## src/common/dcache_pkg.sv

```systemverilog
`default_nettype none

package dcache_pkg;

    // ********************
    // widths
    // ********************
    localparam int ADDR_W         = 32;
    localparam int WORD_W         = 32;
    localparam int WORDS_PER_LINE = 8;
    localparam int OFFSET_BITS    = 5;   // byte offset within a line
    localparam int LINE_W         = WORD_W * WORDS_PER_LINE;

    typedef logic [ADDR_W-1:0]     addr_t;
    typedef logic [WORD_W-1:0]     word_t;
    typedef logic [LINE_W-1:0]     line_t;    // word 0 sits in the low bits
    typedef logic [WORD_W/8-1:0]   mask_t;    // one enable per byte lane

    // ********************
    // encodings
    // ********************
    typedef enum logic [1:0] {
        SIZE_WORD = 2'd0,
        SIZE_BYTE = 2'd1,
        SIZE_HALF = 2'd2
    } size_e;

    typedef enum logic [1:0] {
        ST_IDLE,
        ST_WRITE_BACK,   // dirty victim going out
        ST_REFILL        // new line coming in
    } state_e;

endpackage

`default_nettype wire

```

## src/miss_ctrl/miss_fsm.sv

```systemverilog
`timescale 1ns/1ps
`default_nettype none

module miss_fsm (
    input  wire                CLK,
    input  wire                RESET,
    input  wire                req,
    input  wire                wren,
    input  wire                hit,
    input  wire                victim_dirty,
    input  wire                dram_wr_done,
    input  wire                refill_last,
    output dcache_pkg::state_e state,
    output logic               store_en,
    output logic               mark_dirty,
    output logic               stall,
    output logic               dram_wr_req,
    output logic               dram_rd_req
);
    import dcache_pkg::*;

    state_e next_state;
    logic   idle;
    logic   miss;
    logic   write_hit;

    assign idle      = (state == ST_IDLE);
    assign miss      = req && !hit;
    assign write_hit = idle && req && wren && hit;

    // ********************
    // next state
    // ********************
    always_comb begin
        next_state = state;
        case (state)
            ST_IDLE: begin
                if (miss) begin
                    // dirty victim has to go out first
                    next_state = victim_dirty ? ST_WRITE_BACK : ST_REFILL;
                end
            end
            ST_WRITE_BACK: begin
                if (dram_wr_done) next_state = ST_REFILL;
            end
            ST_REFILL: begin
                if (refill_last) next_state = ST_IDLE;   // line installed this edge
            end
            default: next_state = ST_IDLE;
        endcase
    end

    always_ff @(posedge CLK or negedge RESET) begin
        if (!RESET) begin
            state <= ST_IDLE;
        end else begin
            state <= next_state;
        end
    end

    // ********************
    // outputs
    // ********************
    assign store_en    = write_hit;
    assign mark_dirty  = write_hit;   // store dirties the hit line
    assign stall       = miss || !idle;
    assign dram_wr_req = (state == ST_WRITE_BACK);
    assign dram_rd_req = (state == ST_REFILL);

endmodule

`default_nettype wire

```

## config.mk

```make
export PLATFORM = sky130hd
export DESIGN_NAME = miss_fsm
export DESIGN_NICKNAME = d
export VERILOG_FILES = /design/src/common/dcache_pkg.sv /design/src/miss_ctrl/miss_fsm.sv
export SDC_FILE = /design/constraint.sdc
export NUM_CORES = 1
export LEC_CHECK = 0
export ABC_AREA = 1
export BUFFER_PORTS_ARGS = -buffer_cell sky130_fd_sc_hd__clkbuf_2
export CORE_AREA = 2 2 39 41
export CTS_CLUSTER_DIAMETER = 100
export DETAILED_ROUTE_END_ITERATION = 16
export DIE_AREA = 0 0 41 43
export MAX_ROUTING_LAYER = met4
export PLACE_DENSITY_LB_ADDON = 0.1
export SLEW_MARGIN = 20
export SYNTH_ARGS = -nofsm -noshare
export SYNTH_HDL_FRONTEND = slang
export SYNTH_SLANG_ARGS = --single-unit
```

## constraint.sdc

```tcl
create_clock -name CLK -period 1.25 [get_ports CLK]
set_input_delay 0 -clock CLK [delete_from_list [all_inputs] [get_ports CLK]]
set_output_delay 0 -clock CLK [all_outputs]
set_load 0.02 [all_outputs]
```

Word level (Yosys, flattened, before mapping)
Index checks and enable logic that the tools add are counted.
{ "word_totals": {"in_bits": 8, "reg_bits": 2, "out_inout_bits": 7} }
{ "classes": {"n_reduce_logical": 9, "mux": 5, "eq_ne": 5} }
{ "op_table": {"columns": ["cell", "n"], "rows": [
  ["$mux W2", 4],
  ["$pmux W2 S3", 1],
  ["$logic_and A1 B1 Y1", 4],
  ["$ne A2 B2 Y1 const B", 2],
  ["$reduce_and A3 Y1", 1],
  ["$eq A2 B1 Y1 const B", 1],
  ["$eq A2 B2 Y1 const B", 1],
  ["$logic_not A1 Y1", 2],
  ["$logic_not A2 Y1", 1],
  ["$ne A2 B1 Y1 const B", 1],
  ["$logic_or A1 B1 Y1", 1]
]} }

Logic depth before layout (Yosys ltp)
Gate-level depths: netlist of the first run.
{ "logic_depth": {"ltp_word": 4, "mapped_depth": 6, "depth_no_buf": 6} }

Worst setup path after synthesis of the first run
OpenSTA, ideal clock, no wires.
{ "synth_timing": {"kind": "reg2out", "startpoint": "reg state[0]", "endpoint": "out store_en", "t_arrival_ps": 1316, "path_slack_ps": -66, "required_time_ps": 1250, "path_buffers": 1, "path_stages_with_launch": 5, "path_cell_list": "dfrtp_1 > nor2_2 > nand3_1 > nor2_1 > buf_4"} }
{ "synth_via": {"elab_chain_cells": 4} }
{ "synth_lines": {"columns": ["item", "line_no", "rtl"], "rows": [
  ["start, declared", "miss_fsm.sv:13", "output dcache_pkg::state_e state,"],
  ["start signal, assigned", "miss_fsm.sv:57", "state <= next_state;"],
  ["$logic_not A2 Y1", "miss_fsm.sv:27", "assign idle = (state == ST_IDLE);"],
  ["$logic_and A1 B1 Y1 (3 in a row)", "miss_fsm.sv:29", "assign write_hit = idle && req && wren && hit;"],
  ["end, declared", "miss_fsm.sv:14", "output logic store_en,"]
]} }
No other way between the ends.

Worst setup path in the final report of the first run
{ "layout_timing": {"startpoint": "reg state[1]", "endpoint": "out mark_dirty"} }
{ "layout_via": {"elab_chain_cells": 4} }
{ "layout_lines": {"columns": ["item", "line_no", "rtl"], "rows": [
  ["$logic_not A2 Y1", "miss_fsm.sv:27", null],
  ["$logic_and A1 B1 Y1 (3 in a row)", "miss_fsm.sv:29", null],
  ["end, declared", "miss_fsm.sv:15", "output logic mark_dirty,"]
]} }
No other way between the ends.

==> metrics.cfg, run 1 <==
[outcome]
status=finished clean

[floorplanning]
die_y_um=43
die_w_um=41
row_count=14
initial_core_util_pct=11.3
core_area_um2=1380
ios=15
die-area_um2=1760

[critical_path]
worstPathRequired_ps=1250
path_class=reg -> out
r2r-end=state[0]
startpoint=state[1]
worstSetupStartpointType=register
r2r_start=state[1]
cp.arrival_ps=1140
path_cells=nor2_4 -> nand3_1 -> nor2_2 -> clkbuf_2
worst-path-max-fanout=5
worstRegToRegCells=5
slowest_stage=dfrtp_2
regToRegSetupSlack_ps=280
end_kind=output port
cpPeakStageDelay_ps=440

[hold_path]
hp-class=in -> reg
min_to=state[0]
min-delay-start=victim_dirty
min_path_cells=3

[sta]
period_needed_ps=1140
rsz0062_at_grt=false
fin_crit_sh_pct=91.4
tightest_slew_ps=214
setup_violations=0
slew_headroom_pct=85.7
hold_ws_ps=37.5
hold_viol=0
fin_ws_ps=107
tns_ps=0
fmax_mhz=875
skew_ps=2.32
drv_slew=0

[finish]
syn_to_final_growth_pct=84.0
diodes=0
nNetsFinal=53
max_flop_register=state
reg_top3=state (2)
layout_common_cells=clkbuf_2, nand2_1, inv_1
largest_reg_flops=2
layout_commonest_cell=clkbuf_2
drive_above_1_share_pct=55.8

[global_routing]
grt_use_total_pct=6.06
grt-ovfl-total=0
antenna_found_initial=0
grt_max_degree=6
grt_pass1_wl_um=655
grt_pass1_vias=185

[placement]
place_ws_ps=216
gp_congestion=0.629
hpwlAfterDp_um=343
port_buffers=14

[yosys]
syn-num-nets=33
yosysSeqAreaShare_pct=32.0
avgSynthCellArea_um2=6.26
yosysWarnings=0
yosysUniqueCellTypes=9
ys_ff_latch=2
synth_area_um2=156
syn_inst=25

[detailed_routing]
drt_pass1_iterations=1
post_drt_wl_per_cell_um=7.22
drt-total-wl_um=426
via_per_inst=3.34
drtAntennaViolNets=0
drc=0
drt-initial-drc-count=0
vias=197

[job]
drv_cap=0

[cts]
clock-sinks=2
cts_made_buffers=3
cts_tree=yes
cts_buffer_depth=2
insertion_delay_ps=220
path_clk_slew_ps=30
root_buffer=clkbuf_4
cts_max_level=1

[power]
vdd_drop_max_mv=0.699
p_leak_nw=0.181
cellPowerDensity_nw_per_um2=2410
finalPower_w=0.000692

[metrics by stage]
| step | instances | instance area [um^2] | util, % |
|---|---|---|---|
| 3_5_place_dp | 54 | 241 | 17.5 |
| 2_1_floorplan | 25 | 159 | - |
| 6_report | 59 | 288 | 20.8 |
| 5_1_grt | 59 | 288 | 20.8 |
| 4_1_cts | 58 | 279 | 20.2 |
| 3_3_place_gp | 54 | 241 | 17.5 |
[cell usage after synthesis (all sizes together)]
| master | number | area share [%] |
|---|---|---|
| nand2 | 8 | 24 |
| nor2 | 5 | 15 |
| inv | 6 | 14 |
| nand3 | 3 | 9.6 |
| buf | 1 | 4.8 |
| dfrtp | 2 | 32 |
[layout make-up]
class	instances	area (um^2)
repair buffers	16	87.6
flip-flops and latches	2	51.3
inverters	6	22.5
well taps	16	20.0
fillers	168	1100
clock buffers	3	22.5
multi-input cells	16	83.8
[worst max-delay path: cells and delay by family (launching register included)]
kind	cells	cell delay, ps
buf+inv	1	170
flops	1	440
simple gates	3	320
[routing by layer]
layer / share of wire, % / GRT usage [%] / vias to the layer above
met5: 0 / - / -
met4: 0 / 6.00 / 0
met3: 8.5 / 3.14 / 0
met2: 52 / 8.44 / 6
met1: 39 / 5.45 / 82
li1: - / - / 109
[cells by family after synthesis]
group	after synthesis	share of synthesized area [%]
buffers and inverters	7	19.2
DFF	2	32.0
and+or+nand+nor	16	48.8
[repair_timing]
| item | in CTS | in global routing |
|---|---|---|
| gates resized for setup | 1 | 2 |
| setup buffers | 0 | 1 |
| endpoints found under the setup margin | 2 | 2 |
| hold buffers | 1 | 0 |
| hold endpoints to repair | 2 | 0 |
| pin swaps | 0 | 1 |
[power breakdown]
part / total, W / switching, W / internal (W)
Sequential: 0.000148 / 0.0000519 / 0.0000963
Clock: 0.000141 / 0.0000351 / 0.000106
Combinational: 0.000403 / 0.000246 / 0.000157
Total: 0.000692 / 0.000333 / 0.000359
[worst max path at each step]
stage | end | slack, ps | cells past startpoint
after floorplan | store_en | 40 | 4
after global placement | mark_dirty | 240 | 4
after detailed placement | store_en | 220 | 4
after CTS | store_en | 20 | 4
after global routing | mark_dirty | 0.09 | 4
final | mark_dirty | 110 | 4
(Power assumes the default switching activity.)
==> run 2: changes to the inputs <==
--- a/config.mk
+++ b/config.mk
@@ -7,6 +7,8 @@
 export LEC_CHECK = 0
 export ABC_AREA = 1
 export BUFFER_PORTS_ARGS = -buffer_cell sky130_fd_sc_hd__clkbuf_2
+export CELL_PAD_IN_SITES_DETAIL_PLACEMENT = 1
+export CELL_PAD_IN_SITES_GLOBAL_PLACEMENT = 1
 export CORE_AREA = 2 2 39 41
 export CTS_CLUSTER_DIAMETER = 100
 export DETAILED_ROUTE_END_ITERATION = 16
@@ -17,3 +19,4 @@
 export SYNTH_ARGS = -nofsm -noshare
 export SYNTH_HDL_FRONTEND = slang
 export SYNTH_SLANG_ARGS = --single-unit
+export TNS_END_PERCENT = 20
==> run 2 against run 1 <==
  * Clock-buffer cell count stayed put
  * Non-clock buffer count decreased by 1
  * Largest cell class is now multi-input combinational cells
  * Clock power about the same
  * Critical endpoint is now store_en
==> metrics.cfg, run 2 (synthesis results as in run 1) <==
[sta]
drv_slew=0
slew_headroom_pct=91.2
rsz0062_at_grt=true
hold_ws_ps=28.6
fin_crit_sh_pct=94.3
setup_violations=0
tightest_slew_ps=132
period_needed_ps=1180
fmax_mhz=849
hold_viol=0
skew_ps=4.00

[floorplanning]
die_w_um=41
core_area_um2=1380
row_count=14
initial_core_util_pct=11.3
ios=15
die_y_um=43
die-area_um2=1760

[hold_path]
hp-class=in -> reg
min_to=state[0]
min-delay-start=victim_dirty
min_path_cells=3

[critical_path]
worstSetupStartpointType=register
end_kind=output port
worst-path-max-fanout=4
regToRegSetupSlack_ps=350
path_delay_family=flip-flops
cp.arrival_ps=1180
r2r-end=state[1]
path_cells=nor2_4 -> nand3_1 -> nor2_2 -> buf_2
worstRegToRegCells=4
r2r_start=state[1]
worstPathRequired_ps=1250
slowest_stage=dfrtp_2
cpPeakStageDelay_ps=430
path_class=reg -> out
critPathBufInv=1

[detailed_routing]
post_drt_wl_per_cell_um=8.59
drt_pass1_iterations=2
drc=0
drt-initial-drc-count=1
drt-total-wl_um=498
via_per_inst=3.45
drtAntennaViolNets=0
vias=200

[power]
cellPowerDensity_nw_per_um2=2380
vdd_drop_max_mv=0.717
p_leak_nw=0.176

[placement]
dp_cells=54
gp_congestion=0.665
hpwlAfterDp_um=427
port_buffers=14

[global_routing]
grt_use_total_pct=7.60
grt_pass1_wl_um=814
grt_pass1_vias=233
antenna_found_initial=0
grt-ovfl-total=0
grt_max_degree=6

[finish]
nFillCells=187
largest_reg_flops=2
nNetsFinal=52
syn_to_final_growth_pct=80.0
max_flop_register=state
layoutNonFillerInstCount=58
layout_common_cells=clkbuf_2, nand2_1, inv_1
diodes=0
reg_top3=state (2)
drive_above_1_share_pct=57.1
layout_commonest_cell=clkbuf_2

[cts]
insertion_delay_ps=220
cts_tree=yes
cts_buffer_depth=2
clock-sinks=2
cts_max_level=1
root_buffer=clkbuf_4
cts_made_buffers=3
path_clk_slew_ps=30

[job]
drv_cap=0

[outcome]
status=finished clean

-- run 2: cell count changes in the layout (fill, tap and decap cells not counted) --
cell and change:
buf_2 +1, buf_4 -1, clkbuf_2 -1, dfrtp_1 -1, dfrtp_2 +1
-- run 2: layout make-up --
class / count / area (um^2) / share of cell area [%]
clock buffer: 3 / 22.5 / 8.00
inverter: 6 / 22.5 / 8.00
multi-input combinational: 16 / 83.8 / 29.8
sequential: 2 / 52.6 / 18.7
tap: 16 / 20.0 / 7.11
timing repair buffer: 15 / 80.1 / 28.4
-- run 2: worst max-delay path by stage --
stage                   from    endpoint  slack (ps)  depth (start not counted)
floorplan           state[0]    store_en          40                          4
global placement    state[0]    store_en         240                          4
detailed placement  state[0]    store_en         200                          4
global route        state[0]  mark_dirty         -10                          4
CTS                 state[0]    store_en           6                          4
finish              state[0]    store_en          70                          4
-- run 2: repair_timing --
item | 4_1_cts | 5_1_grt
resized for setup | 1 | 4
buffers inserted | 0 | 0
hold buffers | 1 | 0
endpoints found under the hold margin | 2 | 0
endpoints found under the setup margin | 2 | 2
-- run 2: per-layer routing --
metal | GRT usage, % | part of all wire (%) | wire length, um
met1 | 7.67 | 36 | 181
met2 | 10.6 | 54 | 270
met3 | 2.09 | 9.2 | 46
met4 | 8.00 | 0 | 0
met5 | - | 0 | 0
-- run 2: tightest hold or removal path: cells and delay by family --
kind          cells  cell delay, ps
buf+inv           1              90
simple gates      2             130
-- run 2: metrics by stage --
step	power [W]	TNS, ps	area, um^2	util (%)	setup slack [ps]
after detailed placement	0.000514	0	241	17.5	203
after floorplan	0.000391	0	159	-	38.9
after global placement	0.000511	0	241	17.5	245
after global routing	0.000732	-19.7	282	20.3	-11.8
final	0.000671	0	282	20.3	71.6
after CTS	0.000683	0	279	20.2	5.87
-- run 2: report_power, final --
group          leakage (nW)  internal, W  switching [W]
Sequential           0.0231    0.0000993      0.0000511
Clock                0.0138     0.000106      0.0000338
Combinational         0.139     0.000133       0.000248
