`src/common/dcache_pkg.sv`:
```
`default_nettype none

package dcache_pkg;

    // ********************
    // widths
    // ********************
    localparam int ADDR_W         = 32;
    localparam int WORD_W         = 32;
    localparam int WORDS_PER_LINE = 8;
    localparam int OFFSET_BITS    = 5;   // byte offset within a line
    localparam int LINE_W         = WORD_W * WORDS_PER_LINE;

    typedef logic [ADDR_W-1:0]     addr_t;
    typedef logic [WORD_W-1:0]     word_t;
    typedef logic [LINE_W-1:0]     line_t;    // word 0 sits in the low bits
    typedef logic [WORD_W/8-1:0]   mask_t;    // one enable per byte lane

    // ********************
    // encodings
    // ********************
    typedef enum logic [1:0] {
        SIZE_WORD = 2'd0,
        SIZE_BYTE = 2'd1,
        SIZE_HALF = 2'd2
    } size_e;

    typedef enum logic [1:0] {
        ST_IDLE,
        ST_WRITE_BACK,   // dirty victim going out
        ST_REFILL        // new line coming in
    } state_e;

endpackage

`default_nettype wire

```
`src/verilog/store_align.sv`:
```
`timescale 1ns/1ps
`default_nettype none

module store_align (
    input  dcache_pkg::addr_t addr,
    input  dcache_pkg::word_t wr_data,
    input  dcache_pkg::size_e wr_size,
    output dcache_pkg::mask_t byte_mask,
    output dcache_pkg::word_t lane_data
);
    import dcache_pkg::*;

    // little-endian lanes, addr[1:0] picks the lane
    always_comb begin
        case (wr_size)
            SIZE_BYTE: begin
                byte_mask = mask_t'(1) << addr[1:0];
                lane_data = {4{wr_data[7:0]}};   // same byte in every lane
            end
            SIZE_HALF: begin
                byte_mask = mask_t'(2'b11) << {addr[1], 1'b0};
                lane_data = {2{wr_data[15:0]}};
            end
            default: begin   // full word
                byte_mask = '1;
                lane_data = wr_data;
            end
        endcase
    end

endmodule

`default_nettype wire

```
`config.mk`:
```
export PLATFORM = sky130hd
export DESIGN_NAME = store_align
export DESIGN_NICKNAME = d
export VERILOG_FILES = /design/src/common/dcache_pkg.sv /design/src/verilog/store_align.sv
export SDC_FILE = /design/constraint.sdc
export NUM_CORES = 1
export LEC_CHECK = 0
export ABC_AREA = 0
export BUFFER_PORTS_ARGS = -buffer_cell sky130_fd_sc_hd__buf_2
export CAP_MARGIN = 25
export CORE_AREA = 3 3 52 54
export DETAILED_ROUTE_END_ITERATION = 8
export DIE_AREA = 0 0 55 57
export MAX_ROUTING_LAYER = met4
export PLACE_DENSITY = 0.74
export REMOVE_ABC_BUFFERS = 1
export SYNTH_ARGS = -nofsm -noshare
export SYNTH_HDL_FRONTEND = slang
export SYNTH_SLANG_ARGS = --single-unit
export TNS_END_PERCENT = 50
```
`constraint.sdc`:
```
create_clock -name vclk -period 1
set_input_delay 0.05 -clock vclk [all_inputs]
set_output_delay 0.05 -clock vclk [all_outputs]
set_load 0.02 [all_outputs]
```
Yosys cells after proc, flatten, opt, wreduce, memory -nomap -nowiden
Index checks and enable logic that the tools add are counted.
- register bits after elaboration: 0
- input port bits: 66
- output and inout bits: 36
- logic and storage cells: 6
- equal/unequal tests: 2
- shift-type cells: 2
- mux-type cells: 2
- operators with widths (operator ; number):
    $pmux W32 S2 ; 1
    $pmux W4 S2 ; 1
    $shl A1 B2 Y4 const A ; 1
    $shl A2 B2 Y4 const A ; 1
    $eq A2 B1 Y1 const B ; 1
    $eq A2 B2 Y1 const B ; 1

Logic depth before layout (Yosys ltp)
Gate-level depths: netlist (run 1).
- word-level depth: 2
- depth in mapped cells: 7
- mapped depth without buffers: 5

Worst setup path after synthesis (run 1)
OpenSTA, ideal clock, no wires.
- path kind: input-to-output
- from: in wr_size[0]
- to: out lane_data[21]
- data arrival time: 1174 ps
- data required time: 950 ps
- slack: -224 ps
- stages: 5
- path buffers: 2
- cells stage by stage: inv_1 ha_1 buf_6 buf_1 o21ai_0
- cells in the longest elaborated chain, start to end: 2
- elaborated cells between the ends (all ways): 3
- classes of those cells: 2 x eq/ne; 1 x mux
- RTL lines (what ; line ; RTL):
    start, declared ; store_align.sv:7 ; input dcache_pkg::size_e wr_size,
    $eq A2 B2 Y1 / $eq A2 B1 Y1 (equally long branches) ; store_align.sv:15 ; case (wr_size)
    $pmux W32 S2 (*) ; store_align.sv:15 ;
    end, declared ; store_align.sv:9 ; output dcache_pkg::word_t lane_data
Mark *: on every way between the ends. The rest lies on a longest branch, timed or not.

Worst setup path after layout (run 1)
- from: in wr_size[0]
- to: out lane_data[13]
The elaborated chain is that of the path after synthesis.

==> reports/qor.csv, run 1 <==
metric,value,unit
fin cells,184,
leakage power figure,0.603,nW
layout cell share with drive strength beyond 1,67.3,%
Final Slew Violations,0,
Seq cells,0,
antenna-violating nets left,0,
slowest CP cell,or2_4,
Setup CP Type,primary input to primary output,
FF/Latch Area,0,µm²
period utilisation layout,118,%
Critical Path End Type,primary output,
first-pass GRT wire length,3210,µm
Post-Syn Area,533,µm²
Die Height,57,µm
die width,55,µm
initial antenna violation count,0,
crit-path leading delay family,buffers and inverters,
DR iter-0 viols,4,
fin nets,227,
violated checks,negative setup slack,
Pwr Density,740,nW/µm²
die area,3140,µm²
CP arrival,1130,ps
worst path bufs/invs,4,
# rows,17,
num ports,102,
largest net degree at the start of global routing,19,
DRT Pass-1 Iters,2,
final instance area,1120,µm²
worst-margin pin slew,235,ps
crit path cell chain,buf_8 > inv_4 > ha_4 > buf_6 > or2_4 > a22o_1 > buf_6,
HP Class,primary input to primary output,
Placed Area,885,µm²
Peak Freq,846,MHz
vias in the first global route,731,
"Hold Vio Cnt, Final",0,
highest ir drop seen on vdd,373,µV
Mapped Cells,89,
Critical Path Most Common Cell,buf_6,
Setup WS post-layout,-182,ps
type of origin of the critical path,primary input,
worst path required time,950,ps
Rel. slew slack,84.3,%
Vias/cell,4.70,
core footprint,2250,µm²
Syn Area/Cell,5.99,µm²
Detailed Route WL,2250,µm
Residual DRC,0,
I/O Buffers,72,
GRT Overall Usage,13.2,%
Ant. Diodes,0,
Placed Cells,182,
vias post-DR,864,
Critical Path Fanout Max,8,
Final Power,0.831,mW
Synth warnings,0,
status,"finished, violations left",
post-DP HPWL,1680,µm
Setup-failing EPs final,28,
WL per Instance,12.2,µm
layout clock buffer count,0,
Routability Congestion,0.655,
sequential area share after synthesis,0,%
RSZ-0062 raised after global routing,true,
Max-cap violations,0,
grt ovf,0,
area grow syn2layout,111,%
Starting Density,23.6,%
Crit path largest cell delay,270,ps
Tmin final,1180,ps
Cell variety after synth,16,
what timing repair did:
action,CTS,global route
hold endpoints to repair,0,0
gates resized for setup,53,22
setup buffers,1,1
pin swaps,19,15
setup endpoints to repair,28,28
hold buffers,0,0
power by group:
part | leakage, nW | internal [mW] | switching (mW)
Sequential | 0 | 0 | 0
Clock | 0 | 0 | 0
Combinational | 0.603 | 0.381 | 0.450
Total | 0.603 | 0.381 | 0.450
cell type report:
class	count	area [µm²]
inverter	4	17.5
timing repair buffer	84	567
tap	28	35.0
multi-input combinational	68	503
fill	237	1130
per-layer routing:
layer / up-vias / track usage [%] / wire length [µm] / share of wire (%)
met5: - / - / 0 / 0
met3: 0 / 1.31 / 201 / 8.9
met2: 42 / 23.6 / 1160 / 52
met4: 0 / 0 / 0 / 0
met1: 381 / 16.7 / 882 / 39
li1: 441 / - / - / -
path summary, 6_finish.rpt:
kind | cells past startpoint | slack [ps] | from | to
max | 7 | -180 | wr_size[0] | lane_data[13]
min | 2 | 370 | wr_data[4] | lane_data[4]
stage by stage:
step	hold WS, ps	TNS [ps]	setup WS, ps	util [%]
6_report	366	-3450	-182	49.8
5_1_grt	381	-4650	-211	49.8
4_1_cts	367	-3740	-200	45.9
3_5_place_dp	367	-8480	-492	39.2
3_3_place_gp	369	-8160	-444	39.2
2_1_floorplan	100	-8730	-449	-
cell usage in the layout (no fill, tap or decap):
cell,instances
or2_4,2
nand2_1,19
buf_4,12
o21ai_1,14
a22oi_1,2
a22o_1,8
a21o_1,3
inv_4,1
o21ai_2,2
nand2_2,5
ha_4,3
a22oi_2,6
nor2b_4,1
buf_6,17
a21oi_2,1
buf_8,1
buf_2,54
o21bai_1,2
inv_1,3
kinds of logic (layout without fill, tap and decap cells):
group / after synthesis / in the layout / share of synthesized area, %
buf+inv: 21 / 88 / 25.1
fa+ha+maj: 3 / 3 / 7.04
compound gates: 38 / 38 / 47.4
simple gates: 27 / 27 / 20.4
synth_stat cells:
cell | n | area [µm²]
a21o_1 | 3 | 22.5
a21oi_1 | 1 | 5.00
a22o_1 | 8 | 70.1
a22oi_1 | 8 | 60.1
buf_1 | 1 | 3.75
buf_2 | 5 | 25.0
buf_4 | 9 | 67.6
buf_6 | 2 | 22.5
ha_1 | 3 | 37.5
inv_1 | 4 | 15.0
nand2_1 | 24 | 90.1
nor2b_1 | 1 | 6.26
o21ai_0 | 14 | 70.1
o21ai_1 | 2 | 10.0
o21bai_1 | 2 | 15.0
or2_1 | 2 | 12.5
No activity file was read; power rests on OpenSTA's default activity.
==> run 2, diff against run 1 <==
==> constraint.sdc (replaced) <==
create_clock -name vclk -period 1
set_input_delay 0.2 -clock vclk [all_inputs]
set_output_delay 0.2 -clock vclk [all_outputs]
set_load 0.02 [all_outputs]
==> reports/qor.csv, run 2 (synthesized netlist as in run 1, its figures left out) <==
metric,value,unit
crit-path leading delay family,buffers and inverters,
logic gate share of total power,100.0,%
DR iter-0 viols,6,
Rel. slew slack,84.5,%
initial antenna violation count,0,
post-DP HPWL,1730,µm
die area,3140,µm²
Clk network pwr share,0,%
Starting Density,23.6,%
Max-cap violations,0,
core footprint,2250,µm²
HP Start,wr_data[0],
Reg power frac,0,%
Critical Path End Type,primary output,
worst path required time,800,ps
Critical Path Fanout Max,8,
worst hold slack,679,ps
worst path bufs/invs,4,
Crit path largest cell delay,270,ps
leakage power figure,0.626,nW
I/O Buffers,72,
internal power,0.417,mW
Seq cells,0,
Placed Area,885,µm²
FF/Latch Area,0,µm²
GRT Overall Usage,14.3,%
slowest CP cell,or2_4,
layout clock buffer count,0,
fin nets,228,
HP Class,primary input to primary output,
Detailed Route WL,2250,µm
Final Power,0.883,mW
Ant. Diodes,0,
final instance area,1170,µm²
RSZ-0062 raised after global routing,true,
"Hold Vio Cnt, Final",0,
Setup WS post-layout,-465,ps
crit path from,wr_size[0],
"most common cell after layout, fill and taps aside",buf_2,
Routability Congestion,0.654,
CP arrival,1270,ps
type of origin of the critical path,primary input,
Critical Path Most Common Cell,buf_6,
antenna-violating nets left,0,
fill cell count,240,
violated checks,negative setup slack,
Die Height,57,µm
setup TNS,-11770,ps
num ports,102,
Tmin final,1470,ps
period utilisation layout,147,%
die width,55,µm
Peak Freq,683,MHz
Residual DRC,0,
area grow syn2layout,120,%
highest ir drop seen on vdd,444,µV
Setup-failing EPs final,28,
switching pwr,0.466,mW
vias post-DR,886,
first-pass GRT wire length,3420,µm
WL per Instance,12.1,µm
area of the multi-input gates,508,µm²
layout cell share with drive strength beyond 1,71.3,%
grt ovf,0,
status,"finished, violations left",
most frequent cells in the layout,"buf_2, buf_6, nand2_1",
Vias/cell,4.79,
DRT Pass-1 Iters,3,
Final Slew Violations,0,
sw frac,52.8,%
largest net degree at the start of global routing,19,
Setup CP Type,primary input to primary output,
Pwr Density,754,nW/µm²
# rows,17,
vias in the first global route,782,
worst-margin pin slew,232,ps
crit path cell chain,buf_8 > inv_4 > ha_4 > buf_6 > or2_4 > a22o_1 > buf_6,
run 2: changes by cell type in the layout (fill, tap and decap cells not counted), moves of 3 or more:
cell,previous run,this run
nand2_2,5,8
nand2_1,19,16
buf_6,17,22
o21ai_1,14,8
a22oi_2,6,3
o21ai_2,2,8
a22oi_1,2,5
buf_4,12,9
run 2: per-layer routing:
metal | global-route usage (%) | part of all wire (%) | vias up
met1 | 17.3 | 37 | 395
met5 | - | 0 | -
li1 | - | - | 445
met4 | 3.13 | 0.76 | 0
met3 | 1.31 | 9.8 | 2
met2 | 24.8 | 53 | 44
run 2: layout make-up:
type / instances / area share (%)
Inverter: 4 / 1.50
Multi-Input combinational cell: 68 / 43.4
Tap cell: 28 / 2.99
Timing Repair Buffer: 85 / 52.1
run 2: worst paths after layout:
path	end	slack [ps]	cells after the start
worst min-delay path	lane_data[0]	680	2
worst max-delay path	lane_data[15]	-470	7
run 2: power groups by stage:
stage | logic, mW | clock network, mW | registers (mW)
after floorplan | 0.348 | 0 | 0
after global placement | 0.654 | 0 | 0
after detailed placement | 0.660 | 0 | 0
after CTS | 0.785 | 0 | 0
after global routing | 0.957 | 0 | 0
final | 0.883 | 0 | 0
run 2: per-stage QoR:
step	utilization, %	worst slack [ps]	cells
floorplan	-	-749	72
global placement	39.2	-743	182
detailed placement	39.2	-802	182
CTS	46.6	-490	185
global route	51.9	-500	185
finish	51.9	-465	185
run 2: repair_timing:
action / in CTS / in global routing
pin swaps: 14 / 15
hold buffers: 0 / 0
resized for setup: 54 / 36
gates cloned: 0 / 0
setup buffers: 3 / 0
setup endpoints to repair: 28 / 28
==> run 3, diff against run 2 <==
==> constraint.sdc (replaced) <==
create_clock -name vclk -period 1.3
set_input_delay 0.26 -clock vclk [all_inputs]
set_output_delay 0.26 -clock vclk [all_outputs]
set_load 0.02 [all_outputs]
==> reports/qor.csv, run 3 (synthesized netlist as in run 1, its figures left out) <==
metric,value,unit
core footprint,2250,µm²
worst-margin pin slew,244,ps
final instance area,1150,µm²
crit path cell chain,buf_6 > ha_4 > buf_6 > or2_4 > a22o_1 > buf_6,
die width,55,µm
Setup-failing EPs final,28,
status,"finished, violations left",
grt ovf,0,
Detailed Route WL,2280,µm
Starting Density,23.6,%
# rows,17,
Setup WS post-layout,-304,ps
worst path required time,1040,ps
fin nets,228,
hold worst-path end,lane_data[5],
Ant. Diodes,0,
CP arrival,1340,ps
post-DP HPWL,1710,µm
worst hold slack,800,ps
hold path cells,2,
first-pass GRT wire length,3440,µm
Placed Cells,182,
Critical Path Most Common Cell,buf_6,
slowest CP cell,or2_4,
end-of-flow core utilization,50.9,%
Setup CP Type,primary input to primary output,
largest net degree at the start of global routing,19,
Die Height,57,µm
leakage power figure,0.617,nW
vias post-DR,863,
GRT Overall Usage,14.1,%
Rel. slew slack,83.7,%
FF/Latch Area,0,µm²
"most common cell after layout, fill and taps aside",buf_2,
Max-cap violations,0,
period utilisation layout,123,%
Final Slew Violations,0,
setup slack after placement,-625,ps
fin cells,185,
Pwr Density,576,nW/µm²
Routability Congestion,0.653,
initial antenna violation count,0,
area grow syn2layout,115,%
layout clock buffer count,0,
HP Start,wr_data[5],
RSZ-0062 raised after global routing,true,
Final Power,0.660,mW
"Hold Vio Cnt, Final",0,
Peak Freq,623,MHz
layout cell share with drive strength beyond 1,70.1,%
Vias/cell,4.66,
antenna-violating nets left,0,
DRT Pass-1 Iters,2,
highest ir drop seen on vdd,294,µV
HP Class,primary input to primary output,
setup TNS,-6810,ps
vias in the first global route,790,
WL per Instance,12.3,µm
most frequent cells in the layout,"buf_2, buf_6, nand2_1",
Critical Path Fanout Max,8,
type of origin of the critical path,primary input,
Placed Area,885,µm²
num ports,102,
Critical Path End Type,primary output,
Residual DRC,0,
Tmin final,1600,ps
Crit path largest cell delay,270,ps
DR iter-0 viols,11,
I/O Buffers,72,
Seq cells,0,
Post-CTS Hold Fix Bufs,0,
die area,3140,µm²
violated checks,negative setup slack,
## run 3: critical path: cells and delay by family
kind                       cells  cell delay, ps
buffers and inverters          3             340
and+or+nand+nor                1             270
adders and majority gates      1             240
AOI/OAI and AO/OA              1             220
## run 3: cell type report
class | count | area [µm²]
fillers | 250 | 1110
repair buffers | 85 | 588
multi-input cells | 68 | 507
inverters | 4 | 17.5
well taps | 28 | 35.0
## run 3: repair_timing
item / CTS / global route
pin swaps: 13 / 14
buffers inserted: 3 / 0
endpoints found under the setup margin: 28 / 28
gates resized for setup: 51 / 30
## run 3: power by group
part / switching (mW) / total [mW] / internal [mW]
Clock: 0 / 0 / 0
Sequential: 0 / 0 / 0
Combinational: 0.355 / 0.660 / 0.305
## run 3: worst max-delay path by stage
stage                     startpoint       endpoint  slack [ps]
after CTS                 wr_size[0]  lane_data[13]        -310
after detailed placement  wr_size[0]  lane_data[13]        -630
after global routing      wr_size[0]  lane_data[11]        -320
after global placement    wr_size[0]  lane_data[15]        -560
after floorplan           wr_size[0]  lane_data[10]        -570
final                     wr_size[1]  lane_data[14]        -300
## run 3: metal layers
layer	share of wire [%]	routed length [µm]	track usage [%]
met3	8.5	195	0.522
met4	0	0	2.43
met5	0	0	-
met2	52	1200	25.2
met1	39	888	17.3
