<file path="src/common/dcache_pkg.sv">
`default_nettype none

package dcache_pkg;

    // ********************
    // widths
    // ********************
    localparam int ADDR_W         = 32;
    localparam int WORD_W         = 32;
    localparam int WORDS_PER_LINE = 8;
    localparam int OFFSET_BITS    = 5;   // byte offset within a line
    localparam int LINE_W         = WORD_W * WORDS_PER_LINE;

    typedef logic [ADDR_W-1:0]     addr_t;
    typedef logic [WORD_W-1:0]     word_t;
    typedef logic [LINE_W-1:0]     line_t;    // word 0 sits in the low bits
    typedef logic [WORD_W/8-1:0]   mask_t;    // one enable per byte lane

    // ********************
    // encodings
    // ********************
    typedef enum logic [1:0] {
        SIZE_WORD = 2'd0,
        SIZE_BYTE = 2'd1,
        SIZE_HALF = 2'd2
    } size_e;

    typedef enum logic [1:0] {
        ST_IDLE,
        ST_WRITE_BACK,   // dirty victim going out
        ST_REFILL        // new line coming in
    } state_e;

endpackage

`default_nettype wire

</file>
<file path="src/miss_ctrl/dram_port.sv">
`timescale 1ns/1ps
`default_nettype none

module dram_port (
    input  wire               CLK,
    input  wire               RESET,
    input  dcache_pkg::addr_t addr,
    input  wire               dram_rd_req,
    input  dcache_pkg::word_t dram_rd_data,
    input  wire               dram_rd_valid,
    output dcache_pkg::addr_t dram_rd_addr,
    output logic              refill_last,
    output logic              fill,
    output dcache_pkg::line_t fill_line
);
    import dcache_pkg::*;

    localparam int BEAT_W = $clog2(WORDS_PER_LINE);

    logic [BEAT_W-1:0] beat;
    logic              beat_ok;
    // first seven words, the last one comes straight from the bus
    word_t             shift_buf [WORDS_PER_LINE-1];

    assign beat_ok      = dram_rd_req && dram_rd_valid;
    assign refill_last  = beat_ok && (beat == BEAT_W'(WORDS_PER_LINE - 1));
    assign fill         = refill_last;
    assign dram_rd_addr = {addr[ADDR_W-1:OFFSET_BITS], beat, 2'b00};

    // beat counter
    always_ff @(posedge CLK or negedge RESET) begin
        if (!RESET) begin
            beat <= '0;
        end else if (refill_last) begin
            beat <= '0;             // ready for next refill
        end else if (beat_ok) begin
            beat <= beat + 1'b1;
        end
    end

    // new word enters at the top, oldest drifts down to entry 0
    always_ff @(posedge CLK) begin
        if (beat_ok) begin
            for (int i = 0; i < WORDS_PER_LINE - 2; i++) begin
                shift_buf[i] <= shift_buf[i+1];
            end
            shift_buf[WORDS_PER_LINE-2] <= dram_rd_data;
        end
    end

    always_comb begin
        for (int i = 0; i < WORDS_PER_LINE - 1; i++) begin
            fill_line[i*WORD_W +: WORD_W] = shift_buf[i];
        end
        fill_line[LINE_W-1 -: WORD_W] = dram_rd_data;   // eighth word
    end

endmodule

`default_nettype wire

</file>
<file path="config.mk">
export PLATFORM = sky130hd
export DESIGN_NAME = dram_port
export DESIGN_NICKNAME = d
export VERILOG_FILES = /design/src/common/dcache_pkg.sv /design/src/miss_ctrl/dram_port.sv
export SDC_FILE = /design/constraint.sdc
export NUM_CORES = 1
export LEC_CHECK = 0
export ABC_CLOCK_PERIOD_IN_PS = 3200
export BUFFER_PORTS_ARGS = -buffer_cell sky130_fd_sc_hd__buf_2
export CAP_MARGIN = 10
export CELL_PAD_IN_SITES_DETAIL_PLACEMENT = 0
export CELL_PAD_IN_SITES_GLOBAL_PLACEMENT = 2
export CORE_MARGIN = 10
export CORE_UTILIZATION = 34
export CTS_CLUSTER_DIAMETER = 200
export CTS_CLUSTER_SIZE = 12
export DETAILED_ROUTE_END_ITERATION = 16
export HOLD_SLACK_MARGIN = 0.12
export PLACE_DENSITY = 0.92
export SYNTH_ARGS = -nofsm -noshare
export SYNTH_HDL_FRONTEND = slang
export SYNTH_SLANG_ARGS = --single-unit
</file>
<file path="constraint.sdc">
create_clock -name CLK -period 3.2 [get_ports CLK]
set_input_delay 0.64 -clock CLK [delete_from_list [all_inputs] [get_ports CLK]]
set_output_delay 0.64 -clock CLK [all_outputs]
set_load 0.05 [all_outputs]
</file>
# After elaboration in Yosys (flattened, before gate mapping)
# Memories as Yosys holds them, arrays and structs flattened.
# Cells that the tools add are included.
# classes
reduce_logical	3
addsub	1
eq_ne	1
muxes	4
# ops
operator	count
3-bit two-way mux	2
3-bit by 1-bit adder with 3-bit output, second input constant	1
3-bit equality test, second input constant	1
1-bit logical AND	2
1-bit two-way mux	2
2-bit nonzero test	1
# totals
mem_bits_rw	224
n_memories	1
ff_bits	3
elab_cells	11
output_inout_bits	290
input_bits	68
# mem_list
name	depth	word_bits	rd	rd_clocked_by_memory_dff	wr	line	rtl
shift_buf	7	32	7	0	7	dram_port.sv:23	word_t shift_buf [WORDS_PER_LINE-1];

# Depth between registers and ports, before layout
# Gate-level depths: netlist of the first run.
# logic_depth
depth_word	3
ltp_mapped	4
mapped_depth_nobuf	4

# Least setup slack after synthesis of the first run
# OpenSTA, ideal clock, no wires.
# synth_timing
kind	input -> register
start	in dram_rd_req
end	mem shift_buf[0][0] in the netlist's numbering, enable pin
path_stages	2
required_ns	2.624
setup_ns	0.576
path_slack_ns	-2.441
path_buffers	0
arrival_ns	5.065
cell_sequence	nand2_2 inv_1
# synth_rtl
element	line	rtl
start, declared	dram_port.sv:8	input wire dram_rd_req,
end, declared	dram_port.sv:23	

# Worst setup path in the final report of the first run
# layout_timing
start	reg beat[0]
end	out fill
# layout_via
elab_chain_len	2
# layout_rtl
element	line	rtl
start, declared	dram_port.sv:20	logic [BEAT_W-1:0] beat;
start signal, assigned	dram_port.sv:37	beat <= beat + 1'b1;
3-bit equality test	dram_port.sv:26	assign refill_last = beat_ok && (beat == BEAT_W'(WORDS_PER_LINE - 1));
1-bit logical AND	dram_port.sv:26	
end, declared	dram_port.sv:13	output logic fill,
# Every way passes these cells.

==> results of run 1 <==
-- power groups by stage --
| stage | registers [mW] | clock network [mW] | logic (mW) |
|---|---|---|---|
| final | 3.49 | 2.29 | 0.863 |
| after floorplan | 3.98 | 0 | 0.318 |
| after detailed placement | 3.55 | 0 | 0.875 |
| after global routing | 3.50 | 2.50 | 0.900 |
| after CTS | 3.49 | 2.37 | 0.877 |
| after global placement | 3.54 | 0 | 0.856 |
-- flip-flops by register name (all words and copies together), names as in the netlist --
name / cells
shift_buf: 224
beat: 3
-- synthesized netlist by cell type --
| cell | instances |
|---|---|
| edfxtp_1 | 224 |
| buf_4 | 62 |
| dfrtp_1 | 3 |
| mux2_4 | 3 |
| ha_1 | 2 |
| and3_2 | 1 |
| conb_1 | 1 |
| inv_1 | 1 |
| nand2_2 | 1 |
| nor2_1 | 1 |
| nor2b_1 | 1 |
-- through the flow --
step	setup TNS (ps)	power [mW]	util (%)	worst slack, ps
floorplan	-277140	4.30	-	-1240
finish	0	6.64	44.9	776
global route	0	6.91	44.9	710
detailed placement	0	4.43	42.0	964
global placement	0	4.39	42.0	977
CTS	0	6.74	44.9	754
-- cell usage in the layout (no fill, tap or decap) --
master         netlist  final
and3_2               1      1
buf_12               0      3
buf_2                0    296
buf_4               62      9
clkbuf_1             0      9
clkbuf_16            0     23
clkinvlp_4           0      1
conb_1               1      2
dfrtp_1              3      3
dlygate4sd3_1        0      1
edfxtp_1           224    224
ha_1                 2      2
mux2_4               3      3
nand2_8              0      1
nor2_1               1      1
nor2b_1              1      1
-- routing by layer --
metal / vias to the layer above / GRT usage [%] / routed length (um)
met3: 21 / 4.52 / 1420
met1: 1842 / 13.2 / 6730
met5: - / 0 / 13
met2: 159 / 22.7 / 10200
li1: 1630 / - / -
met4: 2 / 3.60 / 318
-- logic make-up (layout without fill, tap and decap cells) --
| group | Yosys count | after routing | share of synthesized area (%) |
|---|---|---|---|
| other | 1 | 2 | 0.0509 |
| flip-flops | 227 | 227 | 92.3 |
| AND/OR/NAND/NOR | 4 | 4 | 0.323 |
| buffers and inverters | 63 | 342 | 6.37 |
| multiplexers | 3 | 3 | 0.611 |
| adder cells (fa/ha/maj) | 2 | 2 | 0.340 |
-- layout make-up --
class,count,area (um2),share of cell area (%)
Sequential cell,227,6800,71.6
Timing Repair Buffer,309,1620,17.0
Clock buffer,32,609,6.42
Tap cell,275,344,3.62
Multi-Input combinational cell,11,115,1.21
Inverter,1,7.51,0.0791
-- worst paths after layout --
path	from	endpoint	slack [ps]
max	beat[0]	fill	780
min	dram_rd_data[1]	shift_buf[6][1]	330
max reg2reg	beat[0]	beat[2]	1770
min reg2reg	shift_buf[5][27]	shift_buf[4][27]	440
max in group asynchronous	RESET	beat[0]	2610
min in group asynchronous	RESET	beat[1]	490
-- what timing repair did --
action / in CTS / in global routing
hold buffers: 1 / 0
endpoints found under the hold margin: 3 / 0
buffers inserted: 0 / 0
-- worst max-delay path, stage by stage (launching register included) --
cell	delay, ps
dfrtp_1	430
ha_1	230
ha_1	210
and3_2	220
buf_2	210
==> metrics.csv, run 1 <==
stage;metric;value;unit
power_and_ir_drop;internal-power;4.89;mW
timing;grt_setup_unrepaired;false;
global_route;antenna_found_initial;2;
power_and_ir_drop;pwr-share-comb;13.0;%
global_route;grt_overflow_total;0;
route;drt_iter0_markers;174;
power_and_ir_drop;switchingPower;1.75;mW
timing;hold_ws;329;ps
timing;setup_viol;0;
logic_synthesis;synthTopCellsByArea;edfxtp_1 (91%), buf_4 (6.3%), dfrtp_1 (1.0%);
logic_synthesis;avgSynthCellArea;24.6;um2
worst_setup_path;critPathLaunchType;flop;
route;antenna_left;0;
cts;ctsResizeCount;0;
power_and_ir_drop;power.leakage;3.74;nW
min_path;hold_class;input port to flop;
place;gp_congestion;0.772;
worst_setup_path;arrival;1780;ps
cts;clkLatencyLatePin;490;ps
floorplanning;fp-row-count;53;
power_and_ir_drop;switching_share;26.4;%
logic_synthesis;synth_cell_types;11;
power_and_ir_drop;clkPwrFrac;34.5;%
route;route.detailed.drc;0;
worst_setup_path;crit_type;flop to primary output;
route;viasPerCell;4.27;
global_route;grt_pass1_wl;27.0;mm
cts;clock_sinks;227;
cts;htree_levels;1;
route;wl;18.7;mm
run_status;status;finished, final reports clean;
place;place_hpwl;14.5;mm
place;post_dp_cell_area;8880;um2
place;place_inst;822;
cts;cts_tree;done;
floorplanning;pin_count;358;
worst_setup_path;crit_path_max_fanout;4;
job;cap_violations;0;
global_route;globalRouteTotalUtil;12.5;%
floorplanning;floorplan.initialDensity;34.8;%
global_route;grt_pass1_vias;4041;
timing;finalCritPeriodShare;75.8;%
logic_synthesis;synth_top_area_cell;edfxtp_1;
floorplanning;core_region_area;21200;um2
timing;hold_viol;0;
cts;clkTransAtPathRegs;60;ps
route;drtPass1Iterations;4;
timing;relSlewSlack;56.1;%
logic_synthesis;postSynthCellCount;300;
floorplanning;die_w;167;um
floorplanning;die-area;28000;um2
timing;period_minus_slack;2420;ps
logic_synthesis;ys_seq_elements;227;
power_and_ir_drop;ir_drop;0.338;mV
timing;fin_worst_skew;8.62;ps
final_layout;fin_area;9500;um2
min_path;hold_depth;1;
power_and_ir_drop;p_per_area;699;nW/um2
route;wire_per_inst;21.8;um
final_layout;final_nets;642;
logic_synthesis;synth_top_area_share;91.3;%
logic_synthesis;yosysSeqAreaShare;92.3;%
timing;fmax;413;MHz
final_layout;syn_to_final_growth;28.9;%
power_and_ir_drop;p_seq_share;52.5;%
final_layout;fin_cells;855;
final_layout;drive_gt1_share;58.1;%
final_layout;antenna_cells;0;
route;via_count;3654;
timing;slew_violations;0;
timing;worst_slew_pin_slew;657;ps
logic_synthesis;ys_warn_count;0;
cts;root_buffer;clkbuf_16;
worst_setup_path;ff2ff_path_depth;4;
logic_synthesis;synth_area;7370;um2
worst_setup_path;crit_path_end_kind;primary output;
global_route;grt_max_degree;62;
place;portBuffers;296;
cts;ctsLongestPathBuffers;3;
cts;numCtsBuffers;22;
final_layout;fill_cells;1846;
worst_setup_path;required;2560;ps
floorplanning;die_height;167;um
Note: power is estimated with default switching activity, not from simulation.
==> run 2: changes to the inputs <==
ABC_AREA = 1   (was not set)
ABC_CLOCK_PERIOD_IN_PS = 2400   (was 3200)
CORE_UTILIZATION = 31   (was 34)
PLACE_DENSITY = 0.85   (was 0.92)
clock period = 2.4 ns   (was 3.2 ns; I/O delays follow)
==> run 2 against run 1 <==
Compared with the run above: clock-buffer cell count unchanged; sequential share of layout area down 0.11 points; total power up 32%; critical endpoint is now refill_last.
==> metrics.csv, run 2 <==
stage;metric;value;unit
run_status;status;finished, final reports clean;
global_route;antenna_found_initial;1;
logic_synthesis;postSynthCellCount;308;
power_and_ir_drop;p_per_area;920;nW/um2
worst_setup_path;crit_path_end_kind;primary output;
final_layout;drive_gt1_share;56.4;%
route;route.detailed.drc;0;
place;place_hpwl;14.0;mm
logic_synthesis;synthTopCellsByCount;edfxtp_1 (224), buf_4 (62), nand2_1 (9);
timing;setup_viol;0;
place;dp_slack;702;ps
floorplanning;floorplan.initialDensity;31.4;%
cts;ctsResizeCount;0;
route;antenna_left;0;
final_layout;final_cell_mix;buf_2 (296), edfxtp_1 (224), clkbuf_16 (23);
power_and_ir_drop;ir_drop;0.598;mV
logic_synthesis;yosysSeqAreaShare;92.4;%
power_and_ir_drop;switchingPower;2.29;mW
global_route;globalRouteTotalUtil;11.4;%
route;via_count;3596;
worst_setup_path;required;1920;ps
power_and_ir_drop;pwr-share-comb;12.1;%
cts;cts_setup_buffers;0;
route;drt_iter0_markers;221;
final_layout;top_register;shift_buf;
place;place_inst;869;
logic_synthesis;synth_edf_count;224;
logic_synthesis;synth_most_common_cell;edfxtp_1;
logic_synthesis;synth_top_area_cell;edfxtp_1;
cts;ctsLongestPathBuffers;3;
global_route;grt_pass1_vias;3898;
worst_setup_path;arrival;1650;ps
place;gp_congestion;0.758;
logic_synthesis;ys_seq_elements;227;
cts;root_buffer;clkbuf_16;
worst_setup_path;critPathLaunchType;flop;
logic_synthesis;synth-async-reset-ratio;1.32;%
floorplanning;die-area;30300;um2
final_layout;final_nets;645;
final_layout;fin_area;9510;um2
logic_synthesis;avgSynthCellArea;23.9;um2
job;cap_violations;0;
timing;hold_ws;169;ps
worst_setup_path;crit_type;flop to primary output;
power_and_ir_drop;p_seq_share;52.9;%
final_layout;largestRegisters;shift_buf (224), beat (3);
final_layout;largest_reg_flops;224;
floorplanning;core_region_area;23400;um2
timing;fin_tns_setup;0;ps
global_route;grt_pass1_wl;26.1;mm
final_layout;fin_util;40.6;%
logic_synthesis;synth_top_area_share;91.4;%
timing;slew_violations;0;
floorplanning;die_height;174;um
timing;fmax;469;MHz
route;viasPerCell;3.98;
global_route;grt_max_degree;55;
final_layout;fin_cells;903;
timing;worst_slack;268;ps
logic_synthesis;synth_ff_type;edfxtp_1;
power_and_ir_drop;total_power;8.75;mW
cts;cts_hold_buf;1;
logic_synthesis;synth_cell_types;10;
timing;fin_worst_skew;6.83;ps
route;drtPass1Iterations;6;
global_route;grt_overflow_total;0;
cts;numCtsBuffers;22;
min_path;hold_class;input port to flop;
route;wire_per_inst;20.2;um
power_and_ir_drop;switching_share;26.2;%
cts;cts_tree;done;
cts;htree_levels;1;
floorplanning;fp-row-count;56;
cts;clkTransAtPathRegs;60;ps
final_layout;layout.cells.most_common;buf_2;
power_and_ir_drop;internal-power;6.46;mW
timing;period_minus_slack;2130;ps
floorplanning;pin_count;358;
logic_synthesis;synthTopCellsByArea;edfxtp_1 (91%), buf_4 (6.3%), dfrtp_1 (1.0%);
timing;finalCritPeriodShare;88.8;%
place;portBuffers;296;
route;wl;18.3;mm
worst_setup_path;crit_path_max_fanout;4;
place;post_dp_cell_area;8890;um2
timing;grt_setup_unrepaired;false;
power_and_ir_drop;clkPwrFrac;35.0;%
logic_synthesis;synth_area;7360;um2
timing;hold_viol;0;
final_layout;fill_cells;2192;
logic_synthesis;ys_warn_count;0;
floorplanning;die_w;174;um
cts;clkLatencyLatePin;490;ps
final_layout;syn_to_final_growth;29.3;%
cts;clock_sinks;227;
power_and_ir_drop;power.leakage;3.73;nW
==> run 2: worst paths after layout <==
| check | start | end | slack, ps | cells past startpoint |
|---|---|---|---|---|
| setup / recovery | beat[0] | refill_last | 270 | 5 |
| hold / removal | dram_rd_data[23] | shift_buf[6][23] | 170 | 1 |
| setup reg to reg | beat[0] | beat[2] | 1240 | 6 |
| hold reg to reg | shift_buf[5][30] | shift_buf[4][30] | 440 | 0 |
| max in group asynchronous | RESET | beat[2] | 1950 | 2 |
| min in group asynchronous | RESET | beat[1] | 340 | 2 |
==> run 2: metal layers <==
layer / vias up / wire [um] / track usage, %
li1: 1639 / - / -
met1: 1752 / 7040 / 12.5
met2: 172 / 9270 / 19.8
met3: 33 / 1410 / 4.07
met4: 0 / 535 / 4.38
met5: - / 0 / 0
==> run 2: worst max-delay path: stages, from the launching register on <==
cell,delay (ps)
dfrtp_1,380
ha_1,170
ha_1,180
inv_1,60
nor2_2,100
buf_2,270
==> run 2: area by class of cell <==
type / count / area (um2) / area share, %
diodes: 1 / 2.50 / 0.0263
repair buffers: 304 / 1590 / 16.8
multi-input cells: 17 / 86.3 / 0.908
clock buffers: 32 / 609 / 6.41
flip-flops and latches: 227 / 6800 / 71.5
inverters: 3 / 18.8 / 0.197
well taps: 319 / 399 / 4.20
==> run 2: cells by family (layout without fill, tap and decap cells) <==
logic type | after synthesis | after routing | synth area share, %
DFF | 227 | 227 | 92.4
buffers and inverters | 65 | 339 | 6.48
and+or+nand+nor | 13 | 13 | 0.697
adders and majority gates | 2 | 2 | 0.340
other | 1 | 3 | 0.0510
==> run 2: power groups by stage <==
stage                     combinational [mW]  sequential, mW  clock [mW]
final                                   1.06            4.62        3.07
after global routing                    1.10            4.65        3.35
after CTS                               1.08            4.63        3.17
after detailed placement                1.07            4.71           0
after global placement                  1.07            4.70           0
after floorplan                        0.376            5.26           0
